<file path="config.mk">
export PLATFORM = sky130hd
export DESIGN_NAME = fetch_queue_flat
export DESIGN_NICKNAME = d
export VERILOG_FILES = /design/src/rv32_pkg.sv /design/src/pipe_pkg.sv /design/src/fetch_if.sv /design/src/issue_if.sv /design/src/fetch_queue.sv /design/src/flat_wrapper.sv
export SDC_FILE = /design/constraint.sdc
export NUM_CORES = 1
export LEC_CHECK = 0
export BUFFER_PORTS_ARGS = -buffer_cell sky130_fd_sc_hd__buf_2
export CAP_MARGIN = 20
export CELL_PAD_IN_SITES_DETAIL_PLACEMENT = 0
export CELL_PAD_IN_SITES_GLOBAL_PLACEMENT = 1
export CORE_MARGIN = 4
export CORE_UTILIZATION = 35
export CTS_CLUSTER_DIAMETER = 40
export DETAILED_ROUTE_END_ITERATION = 10
export PLACE_DENSITY = 0.7
export SYNTH_ARGS = -nofsm -noshare
export SYNTH_HDL_FRONTEND = slang
export SYNTH_SLANG_ARGS = --single-unit
</file>
<file path="constraint.sdc">
create_clock -name clk -period 6.3 [get_ports clk]
set_clock_uncertainty 0.05 [all_clocks]
set_input_delay 0 -clock clk [delete_from_list [all_inputs] [get_ports clk]]
set_output_delay 0 -clock clk [all_outputs]
set_load 0.1 [all_outputs]
</file>
<file path="src/rv32_pkg.sv">
`default_nettype none

package rv32_pkg;

   localparam int XLEN = 32;

   typedef enum logic [6:0] {
      OPC_OP     = 7'b0110011,
      OPC_OP_IMM = 7'b0010011,
      OPC_LUI    = 7'b0110111,
      OPC_BRANCH = 7'b1100011,
      OPC_JAL    = 7'b1101111
   } opcode_e;

   // Same funct3 values for OP and OP_IMM
   localparam logic [2:0] F3_ADD = 3'b000;
   localparam logic [2:0] F3_SLT = 3'b010;
   localparam logic [2:0] F3_XOR = 3'b100;
   localparam logic [2:0] F3_OR  = 3'b110;
   localparam logic [2:0] F3_AND = 3'b111;
   localparam logic [2:0] F3_BEQ = 3'b000;
   localparam logic [2:0] F3_BNE = 3'b001;

   localparam logic [6:0] F7_BASE = 7'b0000000;
   localparam logic [6:0] F7_SUB  = 7'b0100000;   // SUB only, no SRA here

   typedef enum logic [3:0] {
      ALU_ADD,
      ALU_SUB,
      ALU_AND,
      ALU_OR,
      ALU_XOR,
      ALU_SLT,
      ALU_PASS_B,
      ALU_BEQ,
      ALU_BNE,
      ALU_JAL,
      ALU_ILLEGAL
   } alu_op_e;

   function automatic logic [4:0] get_rd(input logic [XLEN-1:0] instr);
      return instr[11:7];
   endfunction

   function automatic logic [4:0] get_rs1(input logic [XLEN-1:0] instr);
      return instr[19:15];
   endfunction

   function automatic logic [4:0] get_rs2(input logic [XLEN-1:0] instr);
      return instr[24:20];
   endfunction

   function automatic logic [2:0] get_funct3(input logic [XLEN-1:0] instr);
      return instr[14:12];
   endfunction

   function automatic logic [6:0] get_funct7(input logic [XLEN-1:0] instr);
      return instr[31:25];
   endfunction

   function automatic logic [XLEN-1:0] imm_i(input logic [XLEN-1:0] instr);
      return {{20{instr[31]}}, instr[31:20]};
   endfunction

   function automatic logic [XLEN-1:0] imm_u(input logic [XLEN-1:0] instr);
      return {instr[31:12], 12'b0};
   endfunction

   // Branch offset, bit 0 always zero
   function automatic logic [XLEN-1:0] imm_b(input logic [XLEN-1:0] instr);
      return {{19{instr[31]}}, instr[31], instr[7], instr[30:25], instr[11:8], 1'b0};
   endfunction

   function automatic logic [XLEN-1:0] imm_j(input logic [XLEN-1:0] instr);
      return {{11{instr[31]}}, instr[31], instr[19:12], instr[20], instr[30:21], 1'b0};
   endfunction

endpackage

`default_nettype wire

</file>
<file path="src/pipe_pkg.sv">
`default_nettype none

package pipe_pkg;

   // One fetched word with the pc it came from
   typedef struct packed {
      logic [rv32_pkg::XLEN-1:0] pc;
      logic [rv32_pkg::XLEN-1:0] instr;
   } fetch_pkt_t;

   // Queue depth doubles as the starting credit count
   localparam int DEF_QUEUE_DEPTH = 4;

   localparam int DEF_IMEM_WORDS = 256;   // 1 KiB of program

endpackage

`default_nettype wire

</file>
<file path="src/fetch_if.sv">
`timescale 1ns/100ps
`default_nettype none

// Fetch unit to queue, credit based
interface fetch_if #(
   parameter type T = pipe_pkg::fetch_pkt_t
);

   logic push_valid;
   T     push_pkt;
   logic credit;    // One pulse per popped entry
   logic flush;     // Redirect, drop everything queued

   modport producer (
      output push_valid,
      output push_pkt,
      output flush,
      input  credit
   );

   modport buffer (
      input  push_valid,
      input  push_pkt,
      input  flush,
      output credit
   );

endinterface

`default_nettype wire

</file>
<file path="src/issue_if.sv">
`timescale 1ns/100ps
`default_nettype none

// Queue head to execute unit, valid/pop
interface issue_if #(
   parameter type T = pipe_pkg::fetch_pkt_t
);

   logic valid;
   T     pkt;
   logic pop;      // Head leaves in this cycle
   logic flush;

   modport buffer (
      output valid,
      output pkt,
      input  pop,
      input  flush
   );

   modport consumer (
      input  valid,
      input  pkt,
      output pop,
      output flush
   );

endinterface

`default_nettype wire

</file>
<file path="src/fetch_queue.sv">
`timescale 1ns/100ps
`default_nettype none

module fetch_queue #(
   parameter int  QUEUE_DEPTH = pipe_pkg::DEF_QUEUE_DEPTH,
   parameter type T           = pipe_pkg::fetch_pkt_t
) (
   input  logic     clk,
   input  logic     reset,
   fetch_if.buffer  fq,
   issue_if.buffer  iq
);

   localparam int PW = (QUEUE_DEPTH > 1) ? $clog2(QUEUE_DEPTH) : 1;
   localparam int CW = $clog2(QUEUE_DEPTH + 1);

   T              mem [QUEUE_DEPTH];
   logic [PW-1:0] wr_ptr;
   logic [PW-1:0] rd_ptr;
   logic [CW-1:0] count;
   logic          flush;
   logic          do_push;
   logic          do_pop;

   function automatic logic [PW-1:0] next_ptr(input logic [PW-1:0] ptr);
      if (ptr == PW'(QUEUE_DEPTH - 1)) begin
         return '0;
      end
      return ptr + 1'b1;
   endfunction

   assign flush   = fq.flush | iq.flush;
   assign do_push = fq.push_valid & ~flush;   // Wrong-path word dropped
   assign do_pop  = iq.pop & (count != '0) & ~flush;

   always_ff @(posedge clk) begin
      if (reset || flush) begin
         wr_ptr <= '0;
         rd_ptr <= '0;
         count  <= '0;
      end else begin
         if (do_push) begin
            wr_ptr <= next_ptr(wr_ptr);
         end
         if (do_pop) begin
            rd_ptr <= next_ptr(rd_ptr);
         end
         count <= count + CW'(do_push) - CW'(do_pop);
      end
   end

   always_ff @(posedge clk) begin
      if (do_push) begin
         mem[wr_ptr] <= fq.push_pkt;
      end
   end

   assign iq.valid  = (count != '0);
   assign iq.pkt    = mem[rd_ptr];
   assign fq.credit = do_pop;   // Nothing returned for flushed entries

endmodule

`default_nettype wire

</file>
<file path="src/flat_wrapper.sv">
// flat-port wrapper written by rule: the top's interface ports become plain ports
module fetch_queue_flat 
#(
   parameter int  QUEUE_DEPTH = pipe_pkg::DEF_QUEUE_DEPTH,
   parameter type T           = pipe_pkg::fetch_pkt_t
)
  (clk, reset, fq_push_valid, fq_push_pkt, fq_flush, fq_credit, iq_valid, iq_pkt, iq_pop, iq_flush);
  fetch_if #(.T(T)) fq_i ();
  issue_if #(.T(T)) iq_i ();
  input  logic clk;
  input  logic reset;
  input wire logic [$bits(fq_i.push_valid)-1:0] fq_push_valid;
  input wire logic [$bits(fq_i.push_pkt)-1:0] fq_push_pkt;
  input wire logic [$bits(fq_i.flush)-1:0] fq_flush;
  output wire logic [$bits(fq_i.credit)-1:0] fq_credit;
  output wire logic [$bits(iq_i.valid)-1:0] iq_valid;
  output wire logic [$bits(iq_i.pkt)-1:0] iq_pkt;
  input wire logic [$bits(iq_i.pop)-1:0] iq_pop;
  input wire logic [$bits(iq_i.flush)-1:0] iq_flush;
  assign fq_i.push_valid = fq_push_valid;
  assign fq_i.push_pkt = fq_push_pkt;
  assign fq_i.flush = fq_flush;
  assign fq_credit = fq_i.credit;
  assign iq_valid = iq_i.valid;
  assign iq_pkt = iq_i.pkt;
  assign iq_i.pop = iq_pop;
  assign iq_i.flush = iq_flush;
  fetch_queue #(.QUEUE_DEPTH(QUEUE_DEPTH), .T(T)) u_core (.clk(clk), .reset(reset), .fq(fq_i), .iq(iq_i));
endmodule
</file>
; After elaboration in Yosys (flattened, before gate mapping)
; Memory sizes are Yosys's and may differ from the RTL's. A register that Yosys moved wholly into a read port is not among the register bits.
; Cells that the tools add are included.
[word_totals]
register_bits = 7
mem_bits_rw = 256
wordCells = 31
memories = 1
[classes]
add_sub_neg = 4
eq_ne = 2
mux = 14
n_bitwise = 5
reduce_logical = 2
[memory_table]
columns = name, words, word_bits, rd, rd_ports_with_merged_regs, write_ports, line
row1 = u_core.mem, 4, 64, 1, 1, 1, fetch_queue.sv:17  ; T mem [QUEUE_DEPTH];
[op_table]
columns = operator, n
row1 = 2-bit two-way mux, 6
row2 = 1-bit two-way mux, 8
row3 = 2-bit by 1-bit adder with 2-bit output (second input constant), 2
row4 = 2-bit equality test (second input constant), 2
row5 = 3-bit by 1-bit adder with 3-bit output, 1
row6 = 1-bit bitwise AND, 3
row7 = 3-bit nonzero test, 1
row8 = 3-bit by 1-bit subtractor with 3-bit output, 1
row9 = 1-bit logical OR, 1
row10 = 1-bit NOT, 1
row11 = 1-bit OR, 1

; Longest topological paths before layout
[depth]
ltp_word = 8
ltp_mapped = 11

; Worst setup path after synthesis
; OpenSTA, ideal clock, no wires.
[synth_timing]
kind = reg2reg
from = reg u_core.count[1]
to = reg u_core.count[2]
setup_time_ns = 0.115
arrival_time_ns = 3.445
setup_slack_ns = 2.690
stages_incl_launch_ff = 12
n_path_buf = 0
period_less_slack_ns = 3.610
cell_sequence = dfxtp_1 or3_1 nand3_2 inv_1 ha_1 inv_1 ha_1 inv_1 fa_1 xnor2_1 xnor2_1 and2_1
[synth_between]
elab_chain_len = 4
elab_cells_between_ends = 5
classes_between = 2 x add/sub / 2 x bitwise / 1 x reduce/logical
[synth_rtl]
columns = item, line
row1 = from (decl), fetch_queue.sv:20  ; logic [CW-1:0] count;
row2 = from (signal assigned), fetch_queue.sv:48  ; count <= count + CW'(do_push) - CW'(do_pop);
row3 = 3-bit nonzero test, n/a
row4 = via iq_valid, flat_wrapper.sv:16  ; output wire logic [$bits(iq_i.valid)-1:0] iq_valid;
row5 = 1-bit bitwise AND (2 in a row), fetch_queue.sv:34  ; assign do_pop = iq.pop & (count != '0) & ~flush;
row6 = via fq_credit, flat_wrapper.sv:15  ; output wire logic [$bits(fq_i.credit)-1:0] fq_credit;
row7 = 3-bit by 1-bit subtractor with 3-bit output, fetch_queue.sv:48
; The timed path passes the listed nets, and every way through them passes these cells.
; A chain may end at the register's enable or synchronous reset.

==> run metrics <==
number of synthesized flops with an enable pin 256; pin count of the biggest net entering global routing 65; WL per Instance 17.8 um; site row count between 60 and 70; CTS tree built; Slew HR 30.2%; initial core utilization 35.4%; I/O Pins 136; Reg-to-Reg Start u_core.count[1]$_SDFF_PP0_; commonest cells after routing, fill and taps aside edfxtp_1, buf_2, dlygate4sd3_1; Critical Path RT 6.25 ns; global route total overflow 0; nets@finish between 600 and 700; Design Area, Final 12700 sq um; Top FF cell, synth edfxtp_1; Hold Path Class primary input to flip-flop; GPL Wtd Cong 0.688; Max FO, Critical Path 39; GRT met1 Usage 15.0%; CTS buffer count 35; mapped cell area between 9000 and 10000 sq um; Mapped Avg Cell Area 25.5 sq um; area leader, netlist edfxtp_1; via count 4667; initial antenna violation count 0; hold_buf cts 72; # port buffers 135; met2 GRT Util 20.8%; final core utilization 46.0%; Root Buffer clkbuf_16; Vias per Instance between 4 and 5; total wire length 18200 um; Yosys Warn Count 0; Tcrit/Tclk final roughly 47%; Seq/Total Area, Yosys 80.2%; largest cells by area after synthesis edfxtp_1, mux4_2, dfxtp_1; Placed Instance Area 10800 sq um; Unique masters post-synth 22; Post-synth ARST share 0%; Skew-Pair Late Insertion Delay 0.50 ns; final worst path period need 2.98 ns; GRT Util Overall 12.0%; Final HPWL DP 10200 um; Worst setup SP type flip-flop; ANT nets after route 0; crit-path leading delay family buffers and inverters; critical path cell sequence buf_4 -> mux4_1 -> buf_2; slowest stage cell, crit path buf_4; RSZ-0062 raised after global routing no; Setup CP Type flip-flop to output port; Initial DRC Count approximately 240; met3 Use GR 3.27%; CP Capture Type output port; die area 30800 sq um; DRC 0; Slew @ Worst Pin 1.05 ns; Final Max Tran Viols 0; Filler cells approximately 2300; post-synthesis instance total 384; drt pass-1 iters 4; TritonCTS Sinks 265; # H-tree levels 2; DIE WIDTH between 150 and 200 um; Post-CTS Resized 0; Worst path max stage delay ~0.7 ns; peak supply drop around 0.00023 V; commonest non-fill, non-tap cell in the layout edfxtp_1; WP buf/inv 2; GRT busiest layer met2; Mapped Nets approximately 460; final setup fails 0; maximum clock rate 336 MHz; status completed; first-pass GRT wire length 29100 um; CORE AREA 27700 sq um; ANT cells 0; power per cell area 324 nW/um^2; Die Height between 150 and 200 um; Worst-path clk slew 0.06 ns; hold_sp fq_push_pkt[55]; P_leak between 0.004 and 0.005 uW; max capacitance violation total 0; setup repair bufs after CTS 0; synthesis-to-layout area growth 30.0%; Setup TNS 0 ns; final hold vios 0; post-synth top area share 78.4%; clock buffer depth 3; vias in the first global route between 5000 and 6000; Yosys reg bits 265; share of cells above drive strength 1 41.1%; Data arrival, critical path 2.93 ns
==> metal layers <==
| metal | vias to the layer above | routed length (um) |
|---|---|---|
| li1 | 2115 | - |
| met1 | 2393 | 7330 |
| met2 | 133 | 9520 |
| met3 | 26 | 1050 |
| met4 | 0 | 285 |
| met5 | - | 0 |
==> kinds of logic (layout without fill, tap and decap cells) <==
kind of cell | after synthesis | after routing | share of synthesized area, %
fa+ha+maj | 8 | 8 | 1.10
flops | 265 | 265 | 80.2
simple gates | 18 | 18 | 1.02
mux | 68 | 68 | 15.3
compound gates | 2 | 2 | 0.230
buf+inv | 21 | 279 | 1.97
xor+xnor | 2 | 2 | 0.179
==> sequential cells by signal, indices dropped and copies added, names as in the netlist, named ones only <==
register       flops
u_core.rd_ptr      2
u_core.mem       256
u_core.wr_ptr      2
u_core.count       3
==> metrics by stage <==
| step | worst slack (ns) | hold WS [ns] | total power, uW | instances |
|---|---|---|---|---|
| after floorplan | 2.69 | 0.0217 | 2100 | 384 |
| after global placement | 3.76 | 0.144 | 2150 | 884 |
| after detailed placement | 3.70 | 0.145 | 2150 | 884 |
| after CTS | 3.15 | 0.173 | 4180 | 1020 |
| after global routing | 3.02 | 0.189 | 4280 | 1020 |
| final | 3.32 | 0.202 | 4130 | 1020 |
==> final timing paths <==
kind / to / depth (start not counted) / slack [ns]
worst max-delay path: iq_pkt[0] / 3 / 3.32
worst min-delay path: u_core.mem[3][55]$_DFFE_PP_ / 2 / 0.20
worst max register to register: u_core.count[1]$_SDFF_PP0_ / 10 / 3.36
worst min register to register: flip-flop / 2 / 0.45
==> power by group <==
group          switching [uW]  internal (uW)  total, uW
combinational             132           63.8        196
clock                     745           1240       1980
sequential               3.72           1950       1950
total                     881           3250       4130
==> cells in the mapped netlist (2+ instances only) <==
| cell | instances |
|---|---|
| nand2_1 | 5 |
| nor2_1 | 3 |
| xnor2_1 | 2 |
| dfxtp_1 | 9 |
| and2_1 | 2 |
| mux4_2 | 60 |
| mux4_1 | 4 |
| o221a_2 | 2 |
| buf_12 | 6 |
| inv_1 | 7 |
| edfxtp_1 | 256 |
| mux2i_1 | 4 |
| and3_1 | 4 |
| ha_1 | 7 |
| buf_2 | 6 |
==> cell type report <==
class                           count  area, sq um  share of cell area (%)
Timing Repair Buffer              208         1400                    11.0
Tap cell                          378          473                    3.71
Inverter                            7         26.3                   0.206
Clock inverter                     25          289                    2.27
Clock buffer                       39          912                    7.16
Multi-Input combinational cell     98         1760                    13.8
Sequential cell                   265         7880                    61.8
Note: power is estimated with default switching activity, not from simulation.
